<file path="config.mk">
export PLATFORM = sky130hd
export DESIGN_NAME = systolic_array
export DESIGN_NICKNAME = d
export VERILOG_FILES = /design/src/mm_arith_pkg.sv /design/src/mac_cell.sv /design/src/systolic_array.sv
export VERILOG_INCLUDE_DIRS = /design/src
export SDC_FILE = /design/constraint.sdc
export NUM_CORES = 2
export LEC_CHECK = 0
export ABC_AREA = 1
export BUFFER_PORTS_ARGS = -buffer_cell sky130_fd_sc_hd__buf_2
export CAP_MARGIN = 20
export CORE_ASPECT_RATIO = 0.5
export CORE_MARGIN = 5
export CORE_UTILIZATION = 60
export DETAILED_ROUTE_END_ITERATION = 10
export PLACE_DENSITY_LB_ADDON = 0.2
export REMOVE_ABC_BUFFERS = 1
export SLEW_MARGIN = 20
export SYNTH_ARGS = -nofsm -noshare
export SYNTH_HDL_FRONTEND = slang
export SYNTH_HIERARCHICAL = 1
export SYNTH_SLANG_ARGS = --single-unit
</file>
<file path="constraint.sdc">
create_clock -name clk -period 5.5 [get_ports clk]
set_input_delay 0.55 -clock clk [delete_from_list [all_inputs] [get_ports clk]]
set_output_delay 0.55 -clock clk [all_outputs]
set_load 0.005 [all_outputs]
</file>
<file path="src/matmul_defs.svh">
`ifndef MATMUL_DEFS_SVH
`define MATMUL_DEFS_SVH

// one signed element per lane
`define MM_ELEM_W 8

// lanes per row word, also the array edge length
`define MM_LANES 4

`define MM_ADDR_W 7
`define MM_MEM_DEPTH 128

// input register, product register, accumulator
`define MM_MAC_STAGES 3

// the last operand pair still crosses lanes-1 rows and lanes-1 columns
// before reaching the far corner, then fills the mac pipeline
`define MM_DRAIN_WAIT (2 * (`MM_LANES - 1) + `MM_MAC_STAGES)

`endif

</file>
<file path="src/mm_arith_pkg.sv">
`default_nettype none

`include "matmul_defs.svh"

package mm_arith_pkg;

  typedef logic signed [`MM_ELEM_W-1:0] elem_t;
  typedef logic signed [2*`MM_ELEM_W-1:0] prod_t;

  // accumulators keep element width and wrap modulo 2**MM_ELEM_W
  typedef logic signed [`MM_ELEM_W-1:0] acc_t;

  localparam prod_t ELEM_MAX = prod_t'((2 ** (`MM_ELEM_W - 1)) - 1);
  localparam prod_t ELEM_MIN = -ELEM_MAX - prod_t'(1);

  // saturate a full product to the element range
  function automatic elem_t clamp_prod(input prod_t p);
    elem_t r;
    if (p > ELEM_MAX) begin
      r = elem_t'(ELEM_MAX);
    end else if (p < ELEM_MIN) begin
      r = elem_t'(ELEM_MIN);
    end else begin
      r = elem_t'(p);
    end
    return r;
  endfunction

endpackage

`default_nettype wire

</file>
<file path="src/mac_cell.sv">
`timescale 1ns/1ns
`default_nettype none

module mac_cell (
  input  logic                clk,
  input  logic                reset,
  input  logic                i_clear,
  input  mm_arith_pkg::elem_t i_a,
  input  mm_arith_pkg::elem_t i_b,
  output mm_arith_pkg::elem_t o_a,
  output mm_arith_pkg::elem_t o_b,
  output mm_arith_pkg::elem_t o_acc
);

  // stage 1, also the systolic forwarding registers
  mm_arith_pkg::elem_t a_q;
  mm_arith_pkg::elem_t b_q;

  // stage 2
  mm_arith_pkg::prod_t prod_w;
  mm_arith_pkg::prod_t prod_q;

  // stage 3
  mm_arith_pkg::acc_t  acc_q;

  // both operands signed, so the 16-bit context sign-extends them
  assign prod_w = a_q * b_q;

  always_ff @(posedge clk) begin
    if (reset || i_clear) begin
      a_q <= '0;
      b_q <= '0;
    end else begin
      a_q <= i_a;
      b_q <= i_b;
    end
  end

  always_ff @(posedge clk) begin
    if (reset || i_clear) begin
      prod_q <= '0;
    end else begin
      prod_q <= prod_w;
    end
  end

  // clamp first, then add with 8-bit wrap
  always_ff @(posedge clk) begin
    if (reset || i_clear) begin
      acc_q <= '0;
    end else begin
      acc_q <= acc_q + mm_arith_pkg::clamp_prod(prod_q);
    end
  end

  assign o_a   = a_q;
  assign o_b   = b_q;
  assign o_acc = acc_q;

endmodule

`default_nettype wire

</file>
<file path="src/systolic_array.sv">
`timescale 1ns/1ns
`default_nettype none

`include "matmul_defs.svh"

module systolic_array (
  input  logic                clk,
  input  logic                reset,
  input  logic                i_clear,
  input  mm_arith_pkg::elem_t i_row0,
  input  mm_arith_pkg::elem_t i_row1,
  input  mm_arith_pkg::elem_t i_row2,
  input  mm_arith_pkg::elem_t i_row3,
  input  mm_arith_pkg::elem_t i_col0,
  input  mm_arith_pkg::elem_t i_col1,
  input  mm_arith_pkg::elem_t i_col2,
  input  mm_arith_pkg::elem_t i_col3,
  output mm_arith_pkg::elem_t o_c [`MM_LANES][`MM_LANES]
);

  // a_w[r][c] enters cell (r,c) from the left, b_w[r][c] from above
  // the extra column and row hold what leaves the right and bottom edges
  mm_arith_pkg::elem_t a_w [`MM_LANES][`MM_LANES+1];
  mm_arith_pkg::elem_t b_w [`MM_LANES+1][`MM_LANES];

  assign a_w[0][0] = i_row0;
  assign a_w[1][0] = i_row1;
  assign a_w[2][0] = i_row2;
  assign a_w[3][0] = i_row3;

  assign b_w[0][0] = i_col0;
  assign b_w[0][1] = i_col1;
  assign b_w[0][2] = i_col2;
  assign b_w[0][3] = i_col3;

  for (genvar r = 0; r < `MM_LANES; r++) begin : g_row
    for (genvar c = 0; c < `MM_LANES; c++) begin : g_col
      mac_cell u_cell (
        .clk     (clk),
        .reset   (reset),
        .i_clear (i_clear),
        .i_a     (a_w[r][c]),
        .i_b     (b_w[r][c]),
        .o_a     (a_w[r][c+1]),
        .o_b     (b_w[r+1][c]),
        .o_acc   (o_c[r][c])
      );
    end
  end

endmodule

`default_nettype wire

</file>
==> results.toml <==
[status]
status = "finished clean"

[route]
wl_per_cell_um = 13.5
ant_nets = 0
wl_mm = 145
vias_per_cell = 4.93
drt_iter0_markers = 3145
first_pass_iters = 6
drc = 0
num_vias = 53100

[die]
coreArea_sq_mm = 0.112
ios = 195
fp.dieW_um = 484
start_util_pct = 60.2
dieArea_sq_mm = 0.120
rows = 87
die_h_um = 247

[yosys]
synth_compound_area_share_pct = 6.05
synthFlopType = "dfxtp_1"
ys_warn_count = 6
async_flop_share_pct = 0
synth.cell_area_sq_mm = 0.0675
synth_top_area_share_pct = 26.6
synth_area_leaders = "fa_1 (27%), dfxtp_1 (19%), inv_1 (14%), nand2_1 (12%), ha_1 (11%)"
synth_xor_xnor_area_share_pct = 0.311
synth.distinct_cells = 40
synth_top_cell_by_area = "fa_1"
synth_top_family_by_area = "adder cells"
synth_fa_ha_area_share_pct = 37.2
syn_area_per_cell_sq_um = 7.32
ys_seq_area_share_pct = 19.0
synth_edf_count = 0
synth-seq-cells = 640
muxShareOfSynthArea_pct = 0
synth-simple-area-share_pct = 21.1
synthCells = 9227

[cts]
cts_resized = 0
cts.sinks = 640
cts_made_buffers = 61
cts_tree = "yes"
holdBufCountCts = 0
cts_buffer_depth = 3
post_cts.repair.setup_buffers = 0
insertion_delay_ns = 0.68
h-tree-depth = 2
cts_root_buf = "clkbuf_16"
clkTransAtPathRegs_ns = 0.08

[critical_path]
cp-end-kind = "flop"
crit_fanout = 9
crit_buf_inv = 2
startpoint_type = "flop"
path_common_cell = "fa_1"
r2r_slack_ns = 1.09
r2r_start = "g_row[1].g_col[2].u_cell/o_b[7]"
r2r-end = "g_row[1].g_col[2].u_cell/prod_q[10]"
crit_type = "reg -> reg"
cp_slowest_cell = "fa_1"
crit_family = "adder cells"
cp.arrival_ns = 5.03
ff2ff_path_depth = 13
crit_required_ns = 6.12
worst_path_largest_cell_delay_ns = 0.57
crit_path_cell_trace = "clkinv_1 -> or2_2 -> fa_1 -> fa_1 -> fa_1 -> fa_1 -> inv_1 -> ha_1 -> a21oi_1 -> nand2_1 -> a21oi_2 -> o21ai_1 -> a21oi_1"

[grt]
grt_max_degree = 27
antenna_found_initial = 0
grt_overflow = 0
grt_pass1_vias = 53400
grt_pass1_wl_mm = 250
grt.total_usage_pct = 24.8

[final_layout]
antennaDiodeCount = 0
final_common_cell = "inv_1"
drive_gt1_share_pct = 5.62
area_delta_synth_final_pct = 5.68
fillers = 10000
nNetsFinal = 10700
layout_common_cells = "inv_1 (2554), nand2_1 (2185), fa_1 (896), nor2_1 (846), dfxtp_1 (640)"

[sta]
fin_crit_sh_pct = 80.2
setup_viol = 0
period_minus_slack_ns = 4.41
rsz0062_at_grt = "no"
final.setup.tns_ns = 0
finalHoldViolCount = 0
worst_pin_slew_ns = 1.02
drv_slew = 0
slew_headroom_pct = 32.1
fmax_mhz = 227
finClkSkew_ns = 0.0295

[min_path]
hold_start = "i_col1[6]"
min_path_type = "in -> reg"
whs_path_depth = 3
hold_end = "g_row[0].g_col[1].u_cell/o_b[6]"

[placed_design]
place_congestion = 0.889
dp.final_hpwl_mm = 117
io_buffer_count = 194

[power_and_ir_drop]
p_leak_nw = 42.4
vdd_drop_max_mv = 0.228
powerDensity_mw_per_mm2 = 144
p_total_mw = 10.3

[job]
maxCapViolations = 0
## cell families (layout without fill, tap and decap cells)
group | count (synthesis) | in the layout
compound gates | 684 | 684
xor+xnor | 24 | 24
fa+ha+maj | 1472 | 1472
buf+inv | 2893 | 2911
flops | 640 | 640
simple gates | 3514 | 3514
## Yosys cell counts (14+ instances only)
master    instances
or2_2            16
ha_1            576
nand4_1          73
clkinv_1         17
clkbuf_1        244
inv_1          2554
nand2_1        2185
nor2_2           36
buf_2            40
a21oi_2          32
inv_2            24
nor3_1           22
a21oi_4          14
o21bai_1         19
o21a_1           19
o21ai_0         127
o21ai_1          59
nor4_1           32
a21oi_1         321
nor2_1          847
dfxtp_1         640
a21o_1           55
xnor2_1          24
nand3_1         218
nand2_2          41
fa_1            896
## worst min-delay path: stages
cell    delay, ns
buf_2        0.09
inv_1        0.04
nor2_1       0.03
## cell type report
type                            count  area, sq um  area share [%]
Clock buffer                       79         1740            2.43
Clock inverter                     34          432           0.605
Inverter                         2595         9740            13.7
Multi-Input combinational cell   5694        43700            61.2
Sequential cell                   640        12800            18.0
Tap cell                         1513         1890            2.65
Timing Repair Buffer              203         1040            1.46
## sequential cells by signal (all words and copies together), names as in the netlist
name / cells
g_row.g_col.u_cell/o_a: 128
g_row.g_col.u_cell/o_acc: 128
g_row.g_col.u_cell/prod_q: 256
g_row.g_col.u_cell/o_b: 128
## stage by stage
stage	hold slack, ns	setup WS, ns	std cells	util (%)	area [sq um]
floorplan	0.412	1.54	8929	-	66300
finish	0.0661	1.09	10800	63.6	71400
detailed placement	0.474	1.14	10600	61.6	69200
global route	0.0419	0.758	10800	63.6	71400
global placement	0.481	1.20	10600	61.6	69200
CTS	0.0190	1.13	10800	63.6	71400
## routing by layer
layer	track usage, %	wire length [um]	part of all wire [%]
met4	5.79	3070	2.1
met1	32.6	64600	45
met2	43.7	70000	48
met5	0	0	0
met3	3.45	7250	5.0
## how the worst max path moves through the flow
stage	start	endpoint	slack, ns	cells past startpoint
2_1_floorplan	g_row[2].g_col[2].u_cell/o_b[2]	g_row[2].g_col[2].u_cell/prod_q[13]	1.54	18
3_3_place_gp	g_row[1].g_col[2].u_cell/o_b[2]	g_row[1].g_col[2].u_cell/prod_q[15]	1.20	18
4_1_cts	g_row[1].g_col[2].u_cell/o_b[2]	g_row[1].g_col[2].u_cell/prod_q[15]	1.13	18
6_report	g_row[1].g_col[2].u_cell/o_b[7]	g_row[1].g_col[2].u_cell/prod_q[10]	1.09	13
3_5_place_dp	g_row[1].g_col[2].u_cell/o_b[2]	g_row[1].g_col[2].u_cell/prod_q[15]	1.14	18
5_1_grt	g_row[1].g_col[0].u_cell/o_b[2]	g_row[1].g_col[0].u_cell/prod_q[13]	0.76	18
## power by group
part	switching (mW)	internal, mW	leakage [nW]
Sequential	0.116	4.71	5.17
Combinational	0.525	0.281	36.1
Clock	2.05	2.62	1.06
Power figures use the tool's default switching activity.
