===== config.mk =====
export PLATFORM = sky130hd
export DESIGN_NAME = matmul_ctrl
export DESIGN_NICKNAME = d
export VERILOG_FILES = /design/src/mm_buffer_pkg.sv /design/src/matmul_ctrl.sv
export VERILOG_INCLUDE_DIRS = /design/src
export SDC_FILE = /design/constraint.sdc
export NUM_CORES = 1
export LEC_CHECK = 0
export BUFFER_PORTS_ARGS = -buffer_cell sky130_fd_sc_hd__buf_2
export CORE_ASPECT_RATIO = 0.8
export CORE_MARGIN = 2
export CORE_UTILIZATION = 40
export DETAILED_ROUTE_END_ITERATION = 10
export PLACE_DENSITY = 0.74
export REMOVE_ABC_BUFFERS = 1
export SYNTH_ARGS = -nofsm -noshare
export SYNTH_HDL_FRONTEND = slang
export SYNTH_SLANG_ARGS = --single-unit

===== constraint.sdc =====
create_clock -name clk -period 1.2 [get_ports clk]
set_input_delay 0.12 -clock clk [delete_from_list [all_inputs] [get_ports clk]]
set_output_delay 0.12 -clock clk [all_outputs]
set_load 0.02 [all_outputs]

===== src/matmul_defs.svh =====
`ifndef MATMUL_DEFS_SVH
`define MATMUL_DEFS_SVH

// one signed element per lane
`define MM_ELEM_W 8

// lanes per row word, also the array edge length
`define MM_LANES 4

`define MM_ADDR_W 7
`define MM_MEM_DEPTH 128

// input register, product register, accumulator
`define MM_MAC_STAGES 3

// the last operand pair still crosses lanes-1 rows and lanes-1 columns
// before reaching the far corner, then fills the mac pipeline
`define MM_DRAIN_WAIT (2 * (`MM_LANES - 1) + `MM_MAC_STAGES)

`endif


===== src/mm_buffer_pkg.sv =====
`default_nettype none

`include "matmul_defs.svh"

package mm_buffer_pkg;

  // bits that select a row inside a tile
  localparam int LANE_IDX_W = $clog2(`MM_LANES);

  typedef logic [`MM_ADDR_W-1:0] addr_t;
  typedef logic [`MM_LANES*`MM_ELEM_W-1:0] row_t;
  typedef logic [`MM_ADDR_W-LANE_IDX_W-1:0] tile_t;

endpackage

`default_nettype wire


===== src/matmul_ctrl.sv =====
`timescale 1ns/1ns
`default_nettype none

`include "matmul_defs.svh"

module matmul_ctrl (
  input  logic                 clk,
  input  logic                 reset,
  input  logic                 i_we_a,
  input  logic                 i_we_b,
  input  logic                 i_rd_c,
  input  logic                 i_start,
  input  mm_buffer_pkg::addr_t i_addr,
  input  mm_buffer_pkg::tile_t i_tile,
  input  logic                 i_drain_we,
  input  mm_buffer_pkg::addr_t i_drain_addr,
  input  logic                 i_drain_last,
  output mm_buffer_pkg::addr_t o_a_addr,
  output mm_buffer_pkg::addr_t o_b_addr,
  output mm_buffer_pkg::addr_t o_c_addr,
  output logic                 o_a_we,
  output logic                 o_b_we,
  output logic                 o_c_we,
  output logic                 o_feed,
  output logic                 o_clear,
  output logic                 o_drain_go,
  output logic                 o_rvalid,
  output logic                 o_busy,
  output logic                 o_done
);

  // run_cnt is 0 in the first busy cycle and LANES in the last feed cycle
  localparam int GO_AT = `MM_LANES + `MM_DRAIN_WAIT;
  localparam int CNT_W = $clog2(GO_AT + `MM_LANES + 2);
  localparam int ROW_W = mm_buffer_pkg::LANE_IDX_W;

  logic                 start_ok;
  logic                 rd_ok;
  logic                 rd_q;
  logic [CNT_W-1:0]     run_cnt;
  mm_buffer_pkg::tile_t tile_q;
  mm_buffer_pkg::addr_t host_addr_q;
  mm_buffer_pkg::addr_t run_addr;

  assign start_ok = i_start && !o_busy;
  assign rd_ok    = i_rd_c && !o_busy;

  always_ff @(posedge clk) begin
    if (reset) begin
      o_busy   <= 1'b0;
      o_done   <= 1'b0;
      o_clear  <= 1'b0;
      o_feed   <= 1'b0;
      rd_q     <= 1'b0;
      o_rvalid <= 1'b0;
      run_cnt  <= '0;
    end else begin
      if (start_ok) begin
        o_busy <= 1'b1;
      end else if (i_drain_last) begin
        o_busy <= 1'b0;
      end
      o_done  <= i_drain_last;
      o_clear <= start_ok;
      if (start_ok) begin
        run_cnt <= '0;
      end else if (o_busy) begin
        run_cnt <= run_cnt + 1'b1;
      end
      // the feed window lags the run address by one cycle like the memory data
      o_feed   <= o_busy && (run_cnt < CNT_W'(`MM_LANES));
      rd_q     <= rd_ok;
      o_rvalid <= rd_q;
    end
  end

  always_ff @(posedge clk) begin
    host_addr_q <= i_addr;
    if (start_ok) begin
      tile_q <= i_tile;
    end
  end

  // wraps through the tile while busy; only the first four reads are fed
  assign run_addr = {tile_q, run_cnt[ROW_W-1:0]};

  assign o_a_addr = o_busy ? run_addr : i_addr;
  assign o_b_addr = o_busy ? run_addr : i_addr;
  assign o_a_we   = i_we_a && !o_busy;
  assign o_b_we   = i_we_b && !o_busy;

  // drain writes and host reads never overlap in time
  assign o_c_addr = i_drain_we ? i_drain_addr : host_addr_q;
  assign o_c_we   = i_drain_we;

  assign o_drain_go = o_busy && (run_cnt == CNT_W'(GO_AT));

  a_done_one_cycle: assert property (
    @(posedge clk) disable iff (reset) o_done |=> !o_done
  );

  // host reads are gated by busy, so drain writes must stay inside the run
  a_drain_in_run: assert property (
    @(posedge clk) disable iff (reset) i_drain_we |-> o_busy
  );

endmodule

`default_nettype wire


==> PnR_summary.wiki <==
{| class="wikitable"
! Metric !! Value
|-
| Result of the run || finished, violations left
|-
| Violations in the final reports || design-rule violations, negative setup slack
|-
| First-pass iteration count of the detailed router || 7
|-
| Initial core utilization || 43.7%
|-
| Maximum fanout along the worst path || 7
|-
| Sw Ratio || 28.7%
|-
| Die span in x || 59.0 um
|-
| DRC violations left || 3
|-
| Worst clock skew || 0.00289 ns
|-
| Placed Instances || 152
|-
| Number of levels in the clock H-tree || 1
|-
| Total wire length after detailed routing || 2610 um
|-
| Crit-path slowest cell || sky130_fd_sc_hd__dfxtp_4
|-
| Die area || 2830 um2
|-
| Ant. Diodes || 0
|-
| Reported leakage power || 0.743 nW
|-
| Remaining number of nets flagged by the antenna check after routing || 0
|-
| Clock share of power || 21.1%
|-
| Power, Total || 1.73 mW
|-
| Total net switching power || 0.497 mW
|-
| Source-to-sink clock delay at the later pin of the worst-skew pair || 0.32 ns
|-
| RSZ-0062 raised after global routing || true
|-
| Smallest setup slack after layout || -0.220 ns
|-
| Overall die height || 48.0 um
|-
| Number of hold violations in the final report || 0
|-
| Global-route wire length before repair || 3390 um
|-
| Most common library cell in the layout ignoring fill and taps || sky130_fd_sc_hd__buf_2
|-
| Port buffer count || 56
|-
| Detailed-route via count || 800
|-
| Antenna violations before repair || 0
|-
| Cell count after synthesis || 79
|-
| Vias in the first global route || 760
|-
| Worst Path Arrival || 1.30 ns
|-
| Share of synthesized area occupied by flip-flops and latches || 52.8%
|-
| Drt initial violations || 20
|-
| Min Tclk post-route || 1.42 ns
|-
| Leftover overflow at the end of global routing || 0
|-
| Commonest non-fill, non-tap cells in the layout || 34 x sky130_fd_sc_hd__buf_2, 23 x sky130_fd_sc_hd__buf_6, 13 x sky130_fd_sc_hd__dfxtp_1
|-
| Fillers || 150
|-
| Synthesis-stage register bit count || 23
|-
| Setup Viol. Count Final || 21
|-
| Library cells used by synthesis || 21
|-
| Area of the mapped netlist || 967 um2
|-
| Internal Power || 1.23 mW
|-
| Hpwl dp || 1540 um
|-
| Total number of yosys warnings || 0
|-
| TritonCTS clock tree || built
|-
| Final Instance Area || 1640 um2
|-
| Final weighted congestion in routability-driven placement || 0.789
|-
| Top-Level Pins || 57
|-
| Per-instance average area after synthesis || 12.2 um2
|-
| Number of nets at the end of the flow || 178
|-
| Cell family with most CP delay || flip-flops
|-
| Cell breakdown of the critical path || buf_12 -> mux2_4 -> buf_6
|-
| Global-route usage over all layers || 17.3%
|-
| Power share of the sequential group || 48.7%
|-
| Rows || 15
|-
| Classification of the worst setup path || flop to primary output
|-
| Remaining max-slew budget at the tightest pin || 86.0%
|-
| Total of max-cap violations || 0
|-
| Achievable Freq || 704 MHz
|-
| Routed length per placed instance || 15.1 um
|-
| Fraction of the cycle the final worst path needs || 118%
|-
| WP buf/inv || 2
|-
| Fraction of layout cells with a size suffix above 1 || 66.2%
|-
| Kind of start point of the critical path || flop
|-
| Hold/Removal Path Class || input port to flop
|-
| Inserted Clock Buffers || 3
|-
| Mean number of vias per cell || 4.62
|-
| Post-DP Area || 1230 um2
|-
| Crit path capture type || primary output
|-
| Largest net degree at the start of global routing || 14
|-
| Number of pins with negative max-slew slack in the final report || 0
|-
| Clock Tree Root || sky130_fd_sc_hd__clkbuf_4
|-
| Stage delay of the slowest cell on the critical path || 0.39 ns
|-
| Maximum clock path buffer count || 2
|-
| Synthesis-to-layout area growth || 69.3%
|-
| PwrDens || 1060 nW/um2
|-
| Data required time of the critical path || 1.08 ns
|-
| Clock-pin slew of the registers on the worst-case setup and hold paths || 0.13 ns
|-
| Number of non-filler instances in the completed layout || 173
|-
| Transition time of the tightest slew-check pin || 0.208 ns
|-
| Area inside the core boundary || 2210 um2
|-
| Combinational Power Share || 30.2%
|-
| Worst vdd ir || 0.866 mV
|-
| Number of sinks on the clock net || 23
|}
==> state kept, by name, indices dropped and copies added, names as in the netlist <==
name,count
host_addr_q,7
o_feed,1
run_cnt,5
tile_q,5
o_done,1
o_busy,1
rd_q,1
o_clear,1
o_rvalid,1
==> routing by layer <==
layer | up-vias | routed length, um | global-route usage (%)
li1 | 395 | - | -
met1 | 367 | 972 | 16.4
met2 | 33 | 1460 | 34.7
met3 | 5 | 149 | 6.76
met4 | 0 | 30 | 6.36
met5 | - | 0 | 0
==> logic make-up (layout without fill, tap and decap cells) <==
group / count (synthesis) / after routing / synth area share, %
flops: 23 / 23 / 52.8
simple gates: 21 / 21 / 13.1
compound gates: 2 / 2 / 1.81
buf+inv: 13 / 82 / 9.83
xor+xnor: 4 / 4 / 3.62
fa+ha+maj: 2 / 2 / 2.59
mux: 14 / 14 / 16.3
==> cells in the mapped netlist, drive strengths merged <==
library cell  count  share of area, %
ha                2               2.6
dfxtp            18                37
mux2             14                16
xnor2             1              0.91
inv               2              0.78
nand2b            4               4.1
nand4             2               1.3
nand2             1              0.39
nand3             1              0.52
buf              11               9.1
nor4              1              0.65
edfxtp            5                16
a21oi             1              0.52
nor3b             1              0.78
nor2b             4               2.6
xor2              3               2.7
a211oi            1               1.3
nor2              7               2.7
==> area by class of cell <==
class                   count  area (um2)  area share, %
clock buffers               3        22.5           1.38
clock inverters             1        5.00          0.306
inverters                   2        10.0          0.611
multi-input cells          43         430           26.3
flip-flops and latches     23         524           32.0
well taps                  25        31.3           1.91
repair buffers             76         614           37.5
==> power groups by stage <==
stage          Sequential, mW  Clock, mW  Combinational [mW]
2_1_floorplan           0.879          0               0.180
3_3_place_gp            0.861          0               0.348
3_5_place_dp            0.863          0               0.354
4_1_cts                 0.844      0.376               0.490
5_1_grt                 0.847      0.408               0.551
6_report                0.843      0.365               0.522
==> stage by stage <==
| stage | hold slack, ns | setup TNS, ns | worst slack (ns) | util, % |
|---|---|---|---|---|
| 2_1_floorplan | 0.148 | -4.45 | -0.202 | - |
| 3_3_place_gp | 0.237 | 0 | 0.0871 | 55.4 |
| 3_5_place_dp | 0.239 | 0 | 0.0783 | 55.4 |
| 4_1_cts | 0.0276 | -3.20 | -0.206 | 71.2 |
| 5_1_grt | 0.0171 | -4.19 | -0.254 | 74.0 |
| 6_report | 0.0319 | -3.38 | -0.220 | 74.0 |
==> worst paths after layout <==
path	depth (start not counted)	end	from	slack [ns]
hold / removal	2	o_done	i_drain_last	0.03
setup reg to reg	4	tile_q[3]	o_busy	0
setup / recovery	3	o_a_addr[2]	o_busy	-0.22
hold reg to reg	1	o_rvalid	rd_q	0.45
==> timing repair <==
| action | CTS | global route |
|---|---|---|
| gates cloned | 0 | 0 |
| endpoints found under the hold margin | 12 | 0 |
| setup endpoints to repair | 18 | 29 |
| hold buffers | 12 | 0 |
| resized for setup | 54 | 17 |
| pin swaps | 3 | 7 |
| setup buffers | 5 | 1 |
Note: power is estimated with default switching activity, not from simulation.
