## src/matmul_defs.svh

```systemverilog
`ifndef MATMUL_DEFS_SVH
`define MATMUL_DEFS_SVH

// one signed element per lane
`define MM_ELEM_W 8

// lanes per row word, also the array edge length
`define MM_LANES 4

`define MM_ADDR_W 7
`define MM_MEM_DEPTH 128

// input register, product register, accumulator
`define MM_MAC_STAGES 3

// the last operand pair still crosses lanes-1 rows and lanes-1 columns
// before reaching the far corner, then fills the mac pipeline
`define MM_DRAIN_WAIT (2 * (`MM_LANES - 1) + `MM_MAC_STAGES)

`endif

```

## src/mm_arith_pkg.sv

```systemverilog
`default_nettype none

`include "matmul_defs.svh"

package mm_arith_pkg;

  typedef logic signed [`MM_ELEM_W-1:0] elem_t;
  typedef logic signed [2*`MM_ELEM_W-1:0] prod_t;

  // accumulators keep element width and wrap modulo 2**MM_ELEM_W
  typedef logic signed [`MM_ELEM_W-1:0] acc_t;

  localparam prod_t ELEM_MAX = prod_t'((2 ** (`MM_ELEM_W - 1)) - 1);
  localparam prod_t ELEM_MIN = -ELEM_MAX - prod_t'(1);

  // saturate a full product to the element range
  function automatic elem_t clamp_prod(input prod_t p);
    elem_t r;
    if (p > ELEM_MAX) begin
      r = elem_t'(ELEM_MAX);
    end else if (p < ELEM_MIN) begin
      r = elem_t'(ELEM_MIN);
    end else begin
      r = elem_t'(p);
    end
    return r;
  endfunction

endpackage

`default_nettype wire

```

## src/mm_buffer_pkg.sv

```systemverilog
`default_nettype none

`include "matmul_defs.svh"

package mm_buffer_pkg;

  // bits that select a row inside a tile
  localparam int LANE_IDX_W = $clog2(`MM_LANES);

  typedef logic [`MM_ADDR_W-1:0] addr_t;
  typedef logic [`MM_LANES*`MM_ELEM_W-1:0] row_t;
  typedef logic [`MM_ADDR_W-LANE_IDX_W-1:0] tile_t;

endpackage

`default_nettype wire

```

## src/operand_skew.sv

```systemverilog
`timescale 1ns/1ns
`default_nettype none

`include "matmul_defs.svh"

module operand_skew (
  input  logic                 clk,
  input  logic                 reset,
  input  logic                 i_en,
  input  mm_buffer_pkg::row_t  i_row,
  output mm_arith_pkg::elem_t  o_lane0,
  output mm_arith_pkg::elem_t  o_lane1,
  output mm_arith_pkg::elem_t  o_lane2,
  output mm_arith_pkg::elem_t  o_lane3
);

  mm_arith_pkg::elem_t lane_in  [`MM_LANES];
  mm_arith_pkg::elem_t lane_out [`MM_LANES];

  // zeros outside the feed window so old memory output stays out of the array
  always_comb begin
    for (int n = 0; n < `MM_LANES; n++) begin
      lane_in[n] = i_en ? mm_arith_pkg::elem_t'(i_row[n*`MM_ELEM_W +: `MM_ELEM_W]) : '0;
    end
  end

  assign lane_out[0] = lane_in[0];

  // lane n gets n register stages
  for (genvar n = 1; n < `MM_LANES; n++) begin : g_delay
    mm_arith_pkg::elem_t pipe [n];

    always_ff @(posedge clk) begin
      if (reset) begin
        for (int d = 0; d < n; d++) begin
          pipe[d] <= '0;
        end
      end else begin
        pipe[0] <= lane_in[n];
        for (int d = 1; d < n; d++) begin
          pipe[d] <= pipe[d-1];
        end
      end
    end

    assign lane_out[n] = pipe[n-1];
  end

  assign o_lane0 = lane_out[0];
  assign o_lane1 = lane_out[1];
  assign o_lane2 = lane_out[2];
  assign o_lane3 = lane_out[3];

endmodule

`default_nettype wire

```

## config.mk

```make
export PLATFORM = sky130hd
export DESIGN_NAME = operand_skew
export DESIGN_NICKNAME = d
export VERILOG_FILES = /design/src/mm_arith_pkg.sv /design/src/mm_buffer_pkg.sv /design/src/operand_skew.sv
export VERILOG_INCLUDE_DIRS = /design/src
export SDC_FILE = /design/constraint.sdc
export NUM_CORES = 1
export LEC_CHECK = 0
export BUFFER_PORTS_ARGS = -buffer_cell sky130_fd_sc_hd__clkbuf_2
export CORE_UTILIZATION = 41
export DETAILED_ROUTE_END_ITERATION = 6
export MAX_ROUTING_LAYER = met4
export PLACE_DENSITY = 0.73
export SLEW_MARGIN = 5
export SYNTH_ARGS = -nofsm -noshare
export SYNTH_HDL_FRONTEND = slang
export SYNTH_SLANG_ARGS = --single-unit
```

## constraint.sdc

```tcl
create_clock -name clk -period 0.8 [get_ports clk]
set_input_delay 0.04 -clock clk [delete_from_list [all_inputs] [get_ports clk]]
set_output_delay 0.04 -clock clk [all_outputs]
set_load 0.01 [all_outputs]
```

==> results of run 1 <==
## kinds of logic (layout without fill, tap and decap cells)
logic type             Yosys count  after routing  synth area share
and+or+nand+nor                 56             56             0.266
DFF                             48             48             0.622
buffers and inverters           24             98             0.112
## layer usage
layer,global-route usage,vias to the layer above,share of wire
met5,-,-,0
met4,0.0767,0,0.019
met3,0.0507,7,0.074
met2,0.245,56,0.49
met1,0.161,451,0.42
li1,-,533,-
## how the worst max path moves through the flow
stage,from,endpoint,slack (ns),cells past startpoint
2_1_floorplan,reset,g_delay[2].pipe[0][0]$_SDFF_PP0_,0.30,3
3_3_place_gp,i_en,o_lane0[3],0.07,3
3_5_place_dp,i_en,o_lane0[2],0.03,3
4_1_cts,g_delay[1].pipe[0][5]$_SDFF_PP0_,o_lane1[5],0.002,1
5_1_grt,g_delay[3].pipe[0][23]$_SDFF_PP0_,o_lane3[7],-0.01,1
6_report,g_delay[2].pipe[0][15]$_SDFF_PP0_,o_lane2[7],0.02,1
## layout make-up
| type | instances | share of cell area |
|---|---|---|
| multi-input combinational | 56 | 0.188 |
| clock buffer | 5 | 0.0314 |
| timing repair buffer | 91 | 0.304 |
| clock inverter | 2 | 0.00572 |
| tap | 46 | 0.0263 |
| sequential | 48 | 0.445 |
## synthesized netlist by cell type
library cell and count:
sky130_fd_sc_hd__nor2b_1 24, sky130_fd_sc_hd__and3b_1 24, sky130_fd_sc_hd__buf_6 2, sky130_fd_sc_hd__buf_2 6, sky130_fd_sc_hd__dfxtp_1 48, sky130_fd_sc_hd__buf_4 16, sky130_fd_sc_hd__and2_1 8
## where the power goes
group / total (uW) / internal, uW / switching, uW
clock: 1320 / 591 / 730
sequential: 2490 / 2470 / 19.6
combinational: 421 / 265 / 156
## per-stage QoR
stage          hold WS (ns)  power, uW  setup WS, ns
6_report             0.0215       4230        0.0167
5_1_grt              0.0174       4430       -0.0139
4_1_cts              0.0178       4230       0.00161
3_5_place_dp          0.281       2850        0.0318
3_3_place_gp          0.274       2840        0.0671
2_1_floorplan         0.196       2710         0.296
## what timing repair did
item                                    CTS  global route
endpoints found under the setup margin    3            26
pin swaps                                 0             0
gates resized for setup                   3            37
setup buffers                             0             0
hold buffers                             23             0
endpoints found under the hold margin    23             0
==> impl_metrics.toml, run 1 <==
[run_status]
run_status = "finished clean"

[layout]
largest-register = "g_delay.pipe"
final_net_count = 237
ff_latch_area_um2 = 973
leading_cell_type_in_the_layout_fill_and_taps_excluded = "sky130_fd_sc_hd__clkbuf_2"
layout.cell_area.non_filler_mm2 = 0.00219
multiInputGateArea_um2 = 410
finalNonFillerCells = 248
drive_above_1_share = 0.421
layout.core_utilization = 0.631
number_of_diodes_added_for_antenna_fixing = 0
most-common-layout-cells = "47 x sky130_fd_sc_hd__clkbuf_2, 38 x sky130_fd_sc_hd__dfxtp_1, 24 x sky130_fd_sc_hd__and3b_1, 24 x sky130_fd_sc_hd__nor2b_1, 23 x sky130_fd_sc_hd__dlygate4sd3_1"
layout_top_registers = "g_delay.pipe x48"
filler_cell_count = 284
area_growth_syn_to_layout_pct = 41.7
largest_register_ffs = 48

[route]
detail_route.wirelength_um = 2810
detail-route-antenna-nets = 0
drt_iter0_drc = 18
dr_total_vias = 1047
routed_via_density = 4.22
detail_route.first_pass.iterations = 4
number_of_drc_violations_after_detailed_routing = 0
detail_route.wl_per_cell_um = 11.3

[power_and_ir_drop]
ir_drop_uv = 1040
cellLeakagePower_uw = 0.00111
power_density_mw_per_mm2 = 1930

[cts]
cts.sinks = 48
cts_tree = "yes"
numCtsBuffers = 5
cts.reportedPaths.clkPinSlew_ns = 0.08
clock_tree.htree_level_count = 2
clk_root_buffer_cell = "sky130_fd_sc_hd__clkbuf_8"
clk_lat_worst_skew_ns = 0.29
clock_tree.buffer_depth = 2

[setup_path]
critPathLaunchType = "flop"
critPathKind = "reg -> out"
regToRegStartpoint = "g_delay[2].pipe[0][4]$_SDFF_PP0_"
worstPathCellList = "buf_6"
worst-endpoint-arrival_ns = 0.74
crit_required_ns = 0.76
regToRegSetupSlack_ns = 0.28
cpLargestDelayFamily = "flip-flops"
endpoint_kind = "output port"
timing.critical_path.buf_inv = 1
max_stage_delay_ns = 0.33
critical_path.reg2reg.endpoint = "g_delay[2].pipe[0][12]$_SDFF_PP0_"
critical-path-slowest-cell = "sky130_fd_sc_hd__dfxtp_2"
crit_fanout = 1
worst-r2r-cell-count = 1

[grt]
number_of_antenna_violations_at_the_first_check_in_global_routing = 0
grt_first_pass_wirelength_um = 4300
grt_overflow_total = 0
grt_max_degree = 33
first_global_vias = 967
global_route.usage.total = 0.150

[floorplan]
design.portCount = 67
total_die_area_mm2 = 0.00402
floorplan.core_area_mm2 = 0.00347
die_w_um = 63.4
initial_core_util = 0.445
dieHeight_um = 63.4
row_count = 21

[timing]
timing_worst_slew_pin_value_ns = 0.238
slew_headroom = 0.841
final.setup_skew_ns = 0.00116
count_of_endpoints_failing_hold_in_the_final_timing_report = 0
report.final.slew_viol_count = 0
rsz0062_at_grt = "true"
layout_worst_path_cycle_share = 0.979
max_freq_mhz = 1280
timing.final.setup_violations = 0
timing.setup.tns_ns = 0
timing.final.crit_period_ns = 0.783

[yosys]
yosys_warnings = 0
synth-seq-area-share = 0.622
synth.cell_area_mm2 = 0.00154
synth_cell_type_count = 7
netlist_top_cells_area = "sky130_fd_sc_hd__dfxtp_1 62%, sky130_fd_sc_hd__and3b_1 14%, sky130_fd_sc_hd__nor2b_1 9.7%"
yosys.area.top_type = "sky130_fd_sc_hd__dfxtp_1"
synth.avg_cell_area_um2 = 12.1
postSynthNetCount = 163
synth_top_area_share = 0.622
postSynthRegisterBits = 48
syn-instance-count = 128

[worst_hold_path]
worst_hold_startpoint = "i_row[8]"
whs_path_depth = 2
hold-path-endpoint = "g_delay[1].pipe[0][0]$_SDFF_PP0_"
kind_of_path_behind_the_tightest_hold_check = "in -> reg"

[placed_design]
place_inst = 218
io_buffers = 66
detailed_place.area_mm2 = 0.00180
gpl.final_weighted_congestion = 0.701

[flow_run]
maxCapViolCount = 0
(Power assumes the default switching activity.)
==> run 2: changes to the inputs <==
CTS_CLUSTER_SIZE = 24   (was unset)
PLACE_DENSITY = unset   (was 0.73)
PLACE_DENSITY_LB_ADDON = 0.05   (was unset)
==> impl_metrics.toml, run 2 (synthesis gave the netlist of run 1 again) <==
[timing]
count_of_endpoints_failing_hold_in_the_final_timing_report = 0
report.final.slew_viol_count = 0
final.setup_skew_ns = 0.00215
fin_worst_hold_slack_ns = 0.124
slew_headroom = 0.834
timing.final.crit_period_ns = 0.778
layout_worst_path_cycle_share = 0.972
timing.final.setup_violations = 0
timing_worst_slew_pin_value_ns = 0.249
rsz0062_at_grt = "true"
max_freq_mhz = 1290
timing.setup.tns_ns = 0

[setup_path]
worstPathCellList = "buf_2"
critPathLaunchType = "flop"
cpLargestDelayFamily = "flip-flops"
endpoint_kind = "output port"
critical-path-slowest-cell = "sky130_fd_sc_hd__dfxtp_1"
critPathKind = "reg -> out"
crit_fanout = 1
crit_required_ns = 0.76
max_stage_delay_ns = 0.32
timing.critical_path.buf_inv = 1
worst-endpoint-arrival_ns = 0.74

[layout]
layout.core_utilization = 0.633
layout_top_registers = "g_delay.pipe x48"
most-common-layout-cells = "46 x sky130_fd_sc_hd__clkbuf_2, 39 x sky130_fd_sc_hd__dfxtp_1, 24 x sky130_fd_sc_hd__and3b_1, 24 x sky130_fd_sc_hd__nor2b_1, 24 x sky130_fd_sc_hd__dlygate4sd3_1"
drive_above_1_share = 0.412
final_net_count = 238
filler_cell_count = 290
number_of_diodes_added_for_antenna_fixing = 0
multiInputGateArea_um2 = 410
leading_cell_type_in_the_layout_fill_and_taps_excluded = "sky130_fd_sc_hd__clkbuf_2"
ff_latch_area_um2 = 972
largest_register_ffs = 48
largest-register = "g_delay.pipe"
area_growth_syn_to_layout_pct = 42.3

[placed_design]
io_buffers = 66
dp_hpwl_um = 1550
gpl.final_weighted_congestion = 0.728

[route]
dr_total_vias = 1056
drt_iter0_drc = 22
detail_route.wirelength_um = 2610
routed_via_density = 4.22
detail_route.first_pass.iterations = 4
number_of_drc_violations_after_detailed_routing = 0
detail_route.wl_per_cell_um = 10.4
detail-route-antenna-nets = 0

[power_and_ir_drop]
power_density_mw_per_mm2 = 1970
ir_drop_uv = 1360
cellLeakagePower_uw = 0.00111

[cts]
clock_tree.htree_level_count = 2
numCtsBuffers = 5
cts_tree = "yes"
clk_lat_worst_skew_ns = 0.29
cts.sinks = 48
cts.reportedPaths.clkPinSlew_ns = 0.08
clock_tree.buffer_depth = 2
clk_root_buffer_cell = "sky130_fd_sc_hd__clkbuf_8"
post_cts_buffers = 0

[floorplan]
total_die_area_mm2 = 0.00402
floorplan.core_area_mm2 = 0.00347
die_w_um = 63.4
dieHeight_um = 63.4
design.portCount = 67
row_count = 21
initial_core_util = 0.445

[worst_hold_path]
kind_of_path_behind_the_tightest_hold_check = "in -> reg"

[grt]
grt_overflow_total = 0
grt_first_pass_wirelength_um = 4150
grt_max_degree = 33
global_route.usage.total = 0.141
first_global_vias = 1005
number_of_antenna_violations_at_the_first_check_in_global_routing = 0

[flow_run]
maxCapViolCount = 0

[run_status]
run_status = "finished clean"
-- run 2: cell types whose count changed in the layout (fill, tap and decap cells not counted) --
cell | previous run | this run
sky130_fd_sc_hd__dlygate4sd3_1 | 23 | 24
sky130_fd_sc_hd__clkbuf_1 | 0 | 1
sky130_fd_sc_hd__buf_6 | 10 | 8
sky130_fd_sc_hd__dfxtp_1 | 38 | 39
sky130_fd_sc_hd__clkbuf_8 | 5 | 6
sky130_fd_sc_hd__dfxtp_2 | 10 | 9
sky130_fd_sc_hd__buf_2 | 8 | 11
sky130_fd_sc_hd__clkbuf_2 | 47 | 46
sky130_fd_sc_hd__clkinv_2 | 1 | 0
-- run 2: what timing repair did --
action / CTS / global route
hold buffers: 24 / 0
gates resized for setup: 2 / 35
endpoints found under the hold margin: 24 / 0
setup endpoints to repair: 2 / 19
-- run 2: final timing paths --
path                               startpoint                                 to  slack (ns)  depth (start not counted)
min reg2reg  g_delay[3].pipe[0][6]$_SDFF_PP0_  g_delay[3].pipe[0][14]$_SDFF_PP0_        0.44                          1
max          g_delay[1].pipe[0][6]$_SDFF_PP0_                         o_lane1[6]        0.02                          1
min                                     reset  g_delay[3].pipe[0][17]$_SDFF_PP0_        0.12                          3
max reg2reg  g_delay[2].pipe[0][7]$_SDFF_PP0_  g_delay[2].pipe[0][15]$_SDFF_PP0_        0.28                          1
-- run 2: routing by layer --
layer / global-route usage / vias up / share of wire
met5: - / - / 0
met4: 0.0767 / 0 / 0.022
met3: 0.0562 / 8 / 0.083
met2: 0.235 / 52 / 0.50
met1: 0.139 / 462 / 0.39
li1: - / 534 / -
-- run 2: metrics by stage --
step	setup WS [ns]	instance area (um2)	instances	total power, uW
2_1_floorplan	0.296	1540	128	2710
3_3_place_gp	0.0520	1800	218	2830
3_5_place_dp	-0.00989	1800	218	2840
4_1_cts	0.000359	2140	250	4380
5_1_grt	-0.0222	2200	250	4550
6_report	0.0223	2200	250	4320
-- run 2: final cells by class --
class / instances / share of cell area
Sequential cell: 48 / 0.442
Clock inverter: 1 / 0.00342
Timing Repair Buffer: 92 / 0.302
Multi-Input combinational cell: 56 / 0.187
Clock buffer: 7 / 0.0393
Tap cell: 46 / 0.0262
-- run 2: where the power goes --
group	internal [uW]	switching [uW]	leakage [uW]	total, uW
sequential	2460	16.8	0.000396	2480
clock	702	727	0.0000445	1430
combinational	263	151	0.000672	414
-- run 2: tightest hold or removal path: stages --
cell	delay (ns)
sky130_fd_sc_hd__clkbuf_2	0.14
sky130_fd_sc_hd__buf_12	0.15
sky130_fd_sc_hd__nor2b_1	0.05
