<file path="config.mk">
export PLATFORM = sky130hd
export DESIGN_NAME = result_drain
export DESIGN_NICKNAME = d
export VERILOG_FILES = /design/src/mm_arith_pkg.sv /design/src/mm_buffer_pkg.sv /design/src/result_drain.sv
export VERILOG_INCLUDE_DIRS = /design/src
export SDC_FILE = /design/constraint.sdc
export NUM_CORES = 1
export LEC_CHECK = 0
export ABC_AREA = 1
export BUFFER_PORTS_ARGS = -buffer_cell sky130_fd_sc_hd__buf_2
export CAP_MARGIN = 20
export CORE_ASPECT_RATIO = 1.25
export CORE_UTILIZATION = 40
export DETAILED_ROUTE_END_ITERATION = 8
export GPL_TIMING_DRIVEN = 0
export SYNTH_ARGS = -nofsm -noshare
export SYNTH_HDL_FRONTEND = slang
export SYNTH_SLANG_ARGS = --single-unit
export TNS_END_PERCENT = 5
</file>
<file path="constraint.sdc">
create_clock -name clk -period 1.1 [get_ports clk]
set_input_delay 0.165 -clock clk [delete_from_list [all_inputs] [get_ports clk]]
set_output_delay 0.165 -clock clk [all_outputs]
set_load 0.1 [all_outputs]
</file>
<file path="src/matmul_defs.svh">
`ifndef MATMUL_DEFS_SVH
`define MATMUL_DEFS_SVH

// one signed element per lane
`define MM_ELEM_W 8

// lanes per row word, also the array edge length
`define MM_LANES 4

`define MM_ADDR_W 7
`define MM_MEM_DEPTH 128

// input register, product register, accumulator
`define MM_MAC_STAGES 3

// the last operand pair still crosses lanes-1 rows and lanes-1 columns
// before reaching the far corner, then fills the mac pipeline
`define MM_DRAIN_WAIT (2 * (`MM_LANES - 1) + `MM_MAC_STAGES)

`endif

</file>
<file path="src/mm_arith_pkg.sv">
`default_nettype none

`include "matmul_defs.svh"

package mm_arith_pkg;

  typedef logic signed [`MM_ELEM_W-1:0] elem_t;
  typedef logic signed [2*`MM_ELEM_W-1:0] prod_t;

  // accumulators keep element width and wrap modulo 2**MM_ELEM_W
  typedef logic signed [`MM_ELEM_W-1:0] acc_t;

  localparam prod_t ELEM_MAX = prod_t'((2 ** (`MM_ELEM_W - 1)) - 1);
  localparam prod_t ELEM_MIN = -ELEM_MAX - prod_t'(1);

  // saturate a full product to the element range
  function automatic elem_t clamp_prod(input prod_t p);
    elem_t r;
    if (p > ELEM_MAX) begin
      r = elem_t'(ELEM_MAX);
    end else if (p < ELEM_MIN) begin
      r = elem_t'(ELEM_MIN);
    end else begin
      r = elem_t'(p);
    end
    return r;
  endfunction

endpackage

`default_nettype wire

</file>
<file path="src/mm_buffer_pkg.sv">
`default_nettype none

`include "matmul_defs.svh"

package mm_buffer_pkg;

  // bits that select a row inside a tile
  localparam int LANE_IDX_W = $clog2(`MM_LANES);

  typedef logic [`MM_ADDR_W-1:0] addr_t;
  typedef logic [`MM_LANES*`MM_ELEM_W-1:0] row_t;
  typedef logic [`MM_ADDR_W-LANE_IDX_W-1:0] tile_t;

endpackage

`default_nettype wire

</file>
<file path="src/result_drain.sv">
`timescale 1ns/1ns
`default_nettype none

`include "matmul_defs.svh"

module result_drain (
  input  logic                 clk,
  input  logic                 reset,
  input  logic                 i_go,
  input  mm_buffer_pkg::tile_t i_tile,
  input  mm_arith_pkg::elem_t  i_c [`MM_LANES][`MM_LANES],
  output logic                 o_we,
  output mm_buffer_pkg::addr_t o_addr,
  output mm_buffer_pkg::row_t  o_wdata,
  output logic                 o_last
);

  localparam int ROW_W = mm_buffer_pkg::LANE_IDX_W;

  mm_arith_pkg::elem_t  snap [`MM_LANES][`MM_LANES];
  mm_buffer_pkg::tile_t tile_q;
  logic                 active;
  logic [ROW_W-1:0]     row;

  always_ff @(posedge clk) begin
    if (reset) begin
      active <= 1'b0;
      row    <= '0;
    end else if (i_go) begin
      active <= 1'b1;
      row    <= '0;
    end else if (active) begin
      row <= row + 1'b1;
      if (row == ROW_W'(`MM_LANES - 1)) begin
        active <= 1'b0;
      end
    end
  end

  // snapshot frees the array for the next clear
  always_ff @(posedge clk) begin
    if (i_go) begin
      snap   <= i_c;
      tile_q <= i_tile;
    end
  end

  // lane j of the word is column j of the current row
  always_comb begin
    for (int j = 0; j < `MM_LANES; j++) begin
      o_wdata[j*`MM_ELEM_W +: `MM_ELEM_W] = snap[row][j];
    end
  end

  assign o_we   = active;
  assign o_addr = {tile_q, row};
  assign o_last = active && (row == ROW_W'(`MM_LANES - 1));

  a_go_when_idle: assert property (
    @(posedge clk) disable iff (reset) i_go |-> !active
  );

endmodule

`default_nettype wire

</file>
==> metrics.txt, run 1 <==
violated checks=negative setup slack; Cell Area, Synth=between 5000 and 6000 um^2; Worst path slowest cell=sky130_fd_sc_hd__dfxtp_4; Synth Register Bits=around 140; actual transition at the worst max-transition pin=about 570 ps; Routed Antenna Nets=0; largest area contributor in the synthesized netlist=sky130_fd_sc_hd__edfxtp_1; row count=48; iteration count of the initial detailed-routing pass=4; required time of the critical path=approximately 940 ps; post-DR vias/cell=4.48; GR met3 Demand/Resource=around 7.3%; Setup crit end kind=primary output; final-stage net count=just under 1k; worst min path class=in -> reg; Setup TNS=-21480 ps; Root Buffer Master=sky130_fd_sc_hd__clkbuf_16; Post-synth EDFFs=approximately 130; Mapped Avg Cell Area=between 10 and 15 um^2; global route total overflow=0; number of I/O port buffers=around 180; Inserted Clock Buffers=17; Final min period=~1800 ps; area after detailed placement=between 7000 and 8000 um^2; Layout Utilization=around 75%; DR vias=about 4.7k; cell types occupying the most area after synthesis=sky130_fd_sc_hd__edfxtp_1 70%, sky130_fd_sc_hd__nand2_1 11%, sky130_fd_sc_hd__nand3_1 5.6%; GRT Max-Usage Layer=met2; post-synthesis async set-or-reset flop share=0%; Setup Viol. Count Final=41; critical path data arrival time=1600 ps; placeable core region=around 14000 um^2; worst setup margin=-665 ps; leading register cell type out of synthesis=sky130_fd_sc_hd__edfxtp_1; post-layout instance count excluding filler cells=1043; routed wire length=around 15000 um; share of cells above drive strength 1=roughly 45%; Die X=between 100 and 150 um; most frequent cells after synthesis=163 x sky130_fd_sc_hd__nand2_1, 133 x sky130_fd_sc_hd__edfxtp_1, 67 x sky130_fd_sc_hd__inv_1, 64 x sky130_fd_sc_hd__nand3_1, 46 x sky130_fd_sc_hd__inv_2; final non-filler cell area=about 10000 um^2; ant diodes=0; Clock transition at path regs=60 ps; library cells used by synthesis=14; Gate Count Post-Synth=roughly 530; CTS tree=yes; Critical path origin=row[0]$_SDFFE_PP0P_; FMAX=566 MHz; cell count after placement=about 880; Power Dens Cells=1470 nW/um^2; period utilisation layout=160%; FF-to-FF setup slack=~160 ps; routability cong.=roughly 0.73; start point of the worst min-delay path=i_go; worst setup slack after placement=-599 ps; total number of cells along the worst setup path=7; total routing resource utilization after global routing=21.6%; top cell type's share of synthesized area=a little over two thirds; DR WL/cell=roughly 15 um; GR Layer Usage met1=roughly a quarter; die extent in y=136 um; buffers plus inverters on the worst setup path=4; Crit Path Category=reg -> out; maximum buffer depth of the clock tree=2; number of global-route vias before repair=around 4.8k; part of the Yosys area used for sequential elements=around 70%; dpl hpwl=roughly 8800 um; standby leakage power=about 4.6 nW; count of final max-slew check failures=0; global routing usage on met2=between 30% and 40%; Max Clock Skew=6.81 ps; count of maximum capacitance violations=0; Yosys warnings=0; highest net fanout along the worst path=10; Max H-tree Level=4; category of the worst setup path launch point=flop; beginning of the worst register-to-register path=row[0]$_SDFFE_PP0P_; layout-stage area growth over the synthesis result=83.4%; RSZ-0062 raised after global routing=true; antenna violations before repair=0; Total Die Area=14700 um^2; insertion delay to the later sink of the worst-skew pair=between 400 and 500 ps; Final Hold Violating Endpoints=0; outcome=complete, but fails checks; DRT iter0 DRCs=between 100 and 150; cell type group with the largest total delay on the critical path=buffers and inverters; effective utilization at floorplan=around two fifths; net count after synthesis=~660; cell-by-cell trace of the critical path=inv_2, buf_12, buf_6, nand2_1, nand3_2, nand2_8, buf_12; global-route wire length before repair=23300 um; number of clock sinks=136; cell count of the worst reg-to-reg path=3; Crit path largest cell delay=about 370 ps; IR Drop Worst-Case VDD=around 1.1 mV; maximum number of pins on one net before global-route repair=110; most instantiated library cell after synthesis=sky130_fd_sc_hd__nand2_1; number of cells on the worst hold path=1; Top-Level Pins=between 150 and 200; relative slew slack=around 62%; Setup Fix Bufs, Post-CTS=0; final routed DRC violation total=0; Top cell by count, worst path=sky130_fd_sc_hd__buf_12
## worst paths after layout
kind                                             to
worst min register to register  row[0]$_SDFFE_PP0P_
worst max register to register  row[1]$_SDFFE_PP0P_
worst max-delay path                    o_wdata[30]
worst min-delay path             snap[50]$_DFFE_PP_
## per-layer routing
metal	wire length [um]	share of wire, %
met1	5820	38
met2	8320	55
met3	893	5.8
met4	227	1.5
met5	0	0
## sequential cells by signal (all words and copies together), names as in the netlist
name	flops
tile_q	5
o_we	1
snap	128
row	2
## cell families after synthesis
kind of cell / Yosys count / share of synthesized area [%]
AND/OR/NAND/NOR: 233 / 16.7
AO/OA/AOI/OAI: 2 / 0.219
flip-flops: 136 / 71.1
buffers and inverters: 153 / 11.8
adder cells (fa/ha/maj): 1 / 0.219
## what timing repair did
item                                    CTS  global route
endpoints found under the setup margin   41            41
pin swaps                                10            11
hold buffers                            134             0
hold endpoints to repair                134             0
gates cloned                              0             2
resized for setup                       175            35
## power by group
group	internal [W]	total, W	leakage (nW)	switching, W
logic	0.00161	0.00396	3.01	0.00235
clock network	0.00306	0.00515	0.262	0.00209
registers	0.00614	0.00628	1.33	0.000137
total	0.0108	0.0154	4.60	0.00457
## metrics by stage
stage / power [W] / hold WS, ps
after floorplan: 0.00860 / 230
after global placement: 0.00922 / 334
after detailed placement: 0.00926 / 340
after CTS: 0.0154 / 114
after global routing: 0.0159 / 113
final: 0.0154 / 126
## final cells by class
class / instances / area (um^2)
plain buffers: 21 / 287
clock buffers: 17 / 425
clock inverters: 13 / 109
fillers: 857 / 3410
inverters: 132 / 512
multi-input cells: 236 / 2000
flip-flops and latches: 136 / 4070
well taps: 175 / 219
repair buffers: 313 / 2850
## layout by cell type, fill, tap and decap left out
cell and instances:
sky130_fd_sc_hd__a21boi_1 1, sky130_fd_sc_hd__buf_12 39, sky130_fd_sc_hd__buf_16 1, sky130_fd_sc_hd__buf_2 137, sky130_fd_sc_hd__buf_6 16, sky130_fd_sc_hd__buf_8 5
sky130_fd_sc_hd__bufinv_16 1, sky130_fd_sc_hd__clkbuf_16 19, sky130_fd_sc_hd__clkinv_1 20, sky130_fd_sc_hd__clkinv_2 5, sky130_fd_sc_hd__clkinv_4 3, sky130_fd_sc_hd__clkinv_8 1
sky130_fd_sc_hd__clkinvlp_4 3, sky130_fd_sc_hd__dfxtp_4 3, sky130_fd_sc_hd__dlygate4sd3_1 134, sky130_fd_sc_hd__edfxtp_1 133, sky130_fd_sc_hd__ha_1 1, sky130_fd_sc_hd__inv_1 66
sky130_fd_sc_hd__inv_2 45, sky130_fd_sc_hd__inv_6 1, sky130_fd_sc_hd__nand2_1 114, sky130_fd_sc_hd__nand2_2 17, sky130_fd_sc_hd__nand2_8 32, sky130_fd_sc_hd__nand3_1 2
sky130_fd_sc_hd__nand3_2 43, sky130_fd_sc_hd__nand3_4 19, sky130_fd_sc_hd__nor2_1 6, sky130_fd_sc_hd__o21ai_1 1
(Power assumes the default switching activity.)
==> run 2: changes to the inputs <==
- MAX_ROUTING_LAYER: unset -> met4
==> metrics.txt, run 2 (same netlist as run 1, synthesis figures left out) <==
top register by number of flip-flops=snap; Total Die Area=about 15000 um^2; post-DR vias/cell=between 4 and 5; routability cong.=0.736; relative slew slack=62.3%; share of cells above drive strength 1=~45%; DR vias=around 4.7k; part of the total power dissipated in the clock network=33.6%; required time of the critical path=around 940 ps; DRT iter0 DRCs=~170; worst min path class=in -> reg; violated checks=negative setup slack; most frequent cells in the layout=137 x sky130_fd_sc_hd__buf_2, 134 x sky130_fd_sc_hd__dlygate4sd3_1, 133 x sky130_fd_sc_hd__edfxtp_1, 117 x sky130_fd_sc_hd__nand2_1, 66 x sky130_fd_sc_hd__inv_1; Hold Worst Slack=between 100 and 150 ps; Final Hold Violating Endpoints=0; dpl hpwl=just under 9000 um; total routing resource utilization after global routing=between 20% and 30%; row count=48; Power Dens Cells=between 1000 and 1500 nW/um^2; worst setup margin=-690 ps; Root Buffer Master=sky130_fd_sc_hd__clkbuf_16; antenna violations before repair=0; final routed DRC violation total=0; DR WL/cell=14.7 um; Crit Path Category=reg -> out; number of global-route vias before repair=approximately 4.8k; global-route wire length before repair=~23000 um; worst setup slack after placement=-599 ps; number of clock sinks=between 100 and 150; actual transition at the worst max-transition pin=~570 ps; category of the worst setup path launch point=flop; highest net fanout along the worst path=10; total internal power=between 0.01 and 0.015 W; final non-filler cell area=roughly 10000 um^2; Setup TNS=-21620 ps; share of power burned in combinational logic=25.6%; Top Registers=snap x128, tile_q x5, row x2; number of I/O port buffers=roughly 180; Final min period=around 1800 ps; final-stage net count=994; Routed Antenna Nets=0; insertion delay to the later sink of the worst-skew pair=410 ps; Die X=about 110 um; Top-Level Pins=around 180; sequential fraction of design power=roughly 41%; global route total overflow=0; ant diodes=0; effective utilization at floorplan=41.1%; period utilisation layout=163%; maximum number of pins on one net before global-route repair=110; total power draw=between 0.015 and 0.02 W; RSZ-0062 raised after global routing=true; Max Clock Skew=about 3.9 ps; area after detailed placement=between 7000 and 8000 um^2; maximum buffer depth of the clock tree=2; placeable core region=13900 um^2; IR Drop Worst-Case VDD=1.15 mV; die extent in y=around 140 um; standby leakage power=between 4 and 5 nW; count of final max-slew check failures=0; leading cell type in the layout, fill and taps excluded=sky130_fd_sc_hd__buf_2; FMAX=~560 MHz; count of maximum capacitance violations=0; Max H-tree Level=4; CTS tree=yes; Setup Viol. Count Final=about 40; Net Sw Frac=29.8%; iteration count of the initial detailed-routing pass=4; Setup crit end kind=primary output; net switching power of the design=about 0.0046 W; outcome=complete, but fails checks; layout-stage area growth over the synthesis result=82.8%; routed wire length=roughly 15000 um; Clock transition at path regs=about 60 ps; critical path data arrival time=roughly 1600 ps; Inserted Clock Buffers=17; FF-to-FF setup slack=~160 ps; flip-flop count of the largest register after layout=about 130
==> run 2: cell types whose count changed in the layout (fill, tap and decap cells not counted) <==
cell	before	now
sky130_fd_sc_hd__buf_12	39	38
sky130_fd_sc_hd__nand3_2	43	45
sky130_fd_sc_hd__nand3_4	19	17
sky130_fd_sc_hd__buf_6	16	19
sky130_fd_sc_hd__buf_8	5	3
sky130_fd_sc_hd__nand2_2	17	14
sky130_fd_sc_hd__nand2_1	114	117
==> run 2: what timing repair did <==
item / 4_1_cts / 5_1_grt
pin swaps: 10 / 11
setup buffers: 0 / 0
hold buffers: 134 / 0
cloned: 0 / 2
gates resized for setup: 175 / 26
endpoints found under the setup margin: 41 / 41
endpoints found under the hold margin: 134 / 0
==> run 2: through the flow <==
stage / cells / util (%)
2_1_floorplan: 525 / -
3_3_place_gp: 876 / 55.3
3_5_place_dp: 877 / 55.6
4_1_cts: 1041 / 73.9
5_1_grt: 1043 / 75.2
6_report: 1043 / 75.2
==> run 2: worst paths after layout <==
check                      start  cells after the start                   to
max          row[0]$_SDFFE_PP0P_                      7          o_wdata[26]
min                         i_go                      1   snap[50]$_DFFE_PP_
max reg2reg  row[0]$_SDFFE_PP0P_                      3  row[1]$_SDFFE_PP0P_
min reg2reg      o_we$_SDFF_PP0_                      2  row[0]$_SDFFE_PP0P_
==> run 2: metal layers <==
| layer | vias up | track usage, % | wire length (um) | part of all wire, % |
|---|---|---|---|---|
| met4 | 0 | 8.18 | 211 | 1.4 |
| met5 | - | - | 0 | 0 |
| met2 | 141 | 38.8 | 8380 | 55 |
| li1 | 2304 | - | - | - |
| met3 | 18 | 6.35 | 759 | 5.0 |
| met1 | 2213 | 23.8 | 5940 | 39 |
==> run 2: power by group through the flow <==
stage,registers (W),clock network (W),logic (W)
2_1_floorplan,0.00650,0,0.00210
3_3_place_gp,0.00639,0,0.00283
3_5_place_dp,0.00638,0,0.00287
4_1_cts,0.00628,0.00523,0.00387
5_1_grt,0.00631,0.00545,0.00413
6_report,0.00628,0.00517,0.00394
==> run 2: cell type report <==
class,count,area (um^2)
Buffer,21,279
Clock buffer,17,425
Clock inverter,13,109
Fill cell,866,3450
Inverter,132,512
Multi-Input combinational cell,236,1970
Sequential cell,136,4070
Tap cell,175,219
Timing Repair Buffer,313,2850
==> run 2: worst max-delay path: stages, from the launching register on <==
cell	delay, ps
sky130_fd_sc_hd__dfxtp_4	370
sky130_fd_sc_hd__inv_2	50
sky130_fd_sc_hd__buf_12	140
sky130_fd_sc_hd__buf_8	150
sky130_fd_sc_hd__nand2_1	130
sky130_fd_sc_hd__nand3_4	120
sky130_fd_sc_hd__nand2_8	80
sky130_fd_sc_hd__buf_12	160
==> run 3: changes to the inputs <==
- CELL_PAD_IN_SITES_DETAIL_PLACEMENT: unset -> 2
- CELL_PAD_IN_SITES_GLOBAL_PLACEMENT: unset -> 2
- CORE_UTILIZATION: 40 -> 31
- CTS_CLUSTER_DIAMETER: unset -> 60
- CTS_CLUSTER_SIZE: unset -> 16
- PLACE_DENSITY_LB_ADDON: unset -> 0.1
==> metrics.txt, run 3 (same netlist as run 1, synthesis figures left out) <==
DR WL/cell=38.0 um; GRT Max-Usage Layer=met2; post-DR vias/cell=~5.4; antenna violations before repair=3; most frequent cells in the layout=135 x sky130_fd_sc_hd__buf_2, 134 x sky130_fd_sc_hd__dlygate4sd3_1, 133 x sky130_fd_sc_hd__edfxtp_1, 88 x sky130_fd_sc_hd__nand2_1, 66 x sky130_fd_sc_hd__inv_1; actual transition at the worst max-transition pin=roughly 530 ps; iteration count of the initial detailed-routing pass=4; IR Drop Worst-Case VDD=around 0.96 mV; Top cell by count, worst path=sky130_fd_sc_hd__buf_8; end of the critical path=o_wdata[29]; Top Registers=snap x128, tile_q x5, row x2; highest net fanout along the worst path=10; Final min period=2120 ps; routed wire length=roughly 42000 um; Critical path origin=row[0]$_SDFFE_PP0P_; Die X=approximately 120 um; number of clock sinks=about 140; Root Buffer Master=sky130_fd_sc_hd__clkbuf_16; global routing usage on met2=around half; Max H-tree Level=4; placeable core region=roughly 18000 um^2; count of maximum capacitance violations=0; Crit Path Category=reg -> out; die extent in y=approximately 150 um; CTS tree=yes; final-stage net count=999; DR vias=between 5k and 6k; fillcell total=roughly 1.6k; flip-flop count of the largest register after layout=128; Routed Antenna Nets=0; dpl hpwl=between 10000 and 15000 um; share of cells above drive strength 1=about half; top register by number of flip-flops=snap; insertion delay to the later sink of the worst-skew pair=~450 ps; final non-filler cell area=approximately 11000 um^2; GR met3 Demand/Resource=4.97%; standby leakage power=approximately 4.7 nW; cell-by-cell trace of the critical path=buf_8, buf_8, nand2_1, nand3_4, nand2_8, buf_12; relative slew slack=64.7%; Total Die Area=19000 um^2; DRT iter0 DRCs=about 490; routability cong.=approximately 0.73; FF-to-FF setup slack=-240 ps; row count=55; effective utilization at floorplan=a little under a third; period utilisation layout=192%; category of the worst setup path launch point=flop; worst setup margin=-1020 ps; FMAX=around 470 MHz; cell count of the worst reg-to-reg path=4; Clock transition at path regs=~80 ps; global route total overflow=0; GR Layer Usage met1=28.1%; outcome=complete, but fails checks; Inserted Clock Buffers=17; worst min path class=in -> reg; Final Hold Violating Endpoints=0; total routing resource utilization after global routing=a little over a quarter; maximum number of pins on one net before global-route repair=85; violated checks=negative setup slack; final routed DRC violation total=0; area after detailed placement=a little under 8000 um^2; Setup crit end kind=primary output; number of global-route vias before repair=slightly above 6k; Max Clock Skew=2.48 ps; Reg-to-Reg End=row[1]$_SDFFE_PP0P_; Power Dens Cells=~1600 nW/um^2; Top-Level Pins=~180; Crit path largest cell delay=just over 400 ps; beginning of the worst register-to-register path=row[0]$_SDFFE_PP0P_; maximum buffer depth of the clock tree=2; number of I/O port buffers=approximately 180; RSZ-0062 raised after global routing=true; Worst path slowest cell=sky130_fd_sc_hd__dfxtp_4; required time of the critical path=between 900 and 1000 ps; critical path data arrival time=1950 ps; layout-stage area growth over the synthesis result=93.1%; Setup Viol. Count Final=44; Setup TNS=-29000 ps; count of final max-slew check failures=0; leading cell type in the layout, fill and taps excluded=sky130_fd_sc_hd__buf_2; global-route wire length before repair=between 30000 and 40000 um
[run 3: power by group]
| group | switching [W] | internal [W] |
|---|---|---|
| logic | 0.00309 | 0.00173 |
| clock network | 0.00306 | 0.00341 |
| registers | 0.000289 | 0.00615 |
| total | 0.00643 | 0.0113 |
[run 3: layout make-up]
type	count	area [um^2]	area share [%]
clock buffers	17	425	3.86
clock inverters	15	166	1.51
well taps	228	285	2.59
flip-flops and latches	136	4070	36.9
diodes	9	22.5	0.204
repair buffers	318	2950	26.8
plain buffers	21	332	3.01
inverters	132	514	4.67
multi-input cells	236	2250	20.5
[run 3: how the worst min path moves through the flow]
| stage | slack (ps) | depth (start not counted) | start | to |
|---|---|---|---|---|
| 5_1_grt | 260 | 1 | i_go | snap[21]$_DFFE_PP_ |
| 3_5_place_dp | 340 | 1 | i_c[82] | snap[82]$_DFFE_PP_ |
| 6_report | 250 | 1 | i_go | snap[21]$_DFFE_PP_ |
| 2_1_floorplan | 230 | 1 | reset | o_we$_SDFF_PP0_ |
| 4_1_cts | 190 | 1 | i_go | snap[87]$_DFFE_PP_ |
| 3_3_place_gp | 340 | 2 | reset | o_we$_SDFF_PP0_ |
[run 3: timing repair]
item / 4_1_cts / 5_1_grt
gates cloned: 0 / 5
endpoints found under the setup margin: 41 / 43
buffers inserted: 0 / 2
gates resized for setup: 194 / 89
hold buffers: 134 / 0
pin swaps: 8 / 12
hold endpoints to repair: 134 / 0
[run 3: per-stage QoR]
| step | hold WS [ps] | power (W) | util (%) | cells | worst slack (ps) |
|---|---|---|---|---|---|
| floorplan | 230 | 0.00860 | - | 525 | -295 |
| global placement | 339 | 0.00923 | 42.9 | 929 | -1790 |
| detailed placement | 343 | 0.00935 | 43.1 | 930 | -616 |
| CTS | 191 | 0.0162 | 58.0 | 1096 | -714 |
| global route | 260 | 0.0179 | 61.1 | 1112 | -1010 |
| finish | 246 | 0.0177 | 61.1 | 1112 | -1020 |
[run 3: layer usage]
metal  routed length (um)  part of all wire [%]
met1                13800                    33
met2                21800                    52
met3                 2970                   7.0
met4                 3640                   8.6
met5                    0                     0
[run 3: critical path: cells and delay by family (launching register included)]
kind                   cells  cell delay [ps]
flip-flops                 1              410
buffers and inverters      3              510
AND/OR/NAND/NOR            3              560
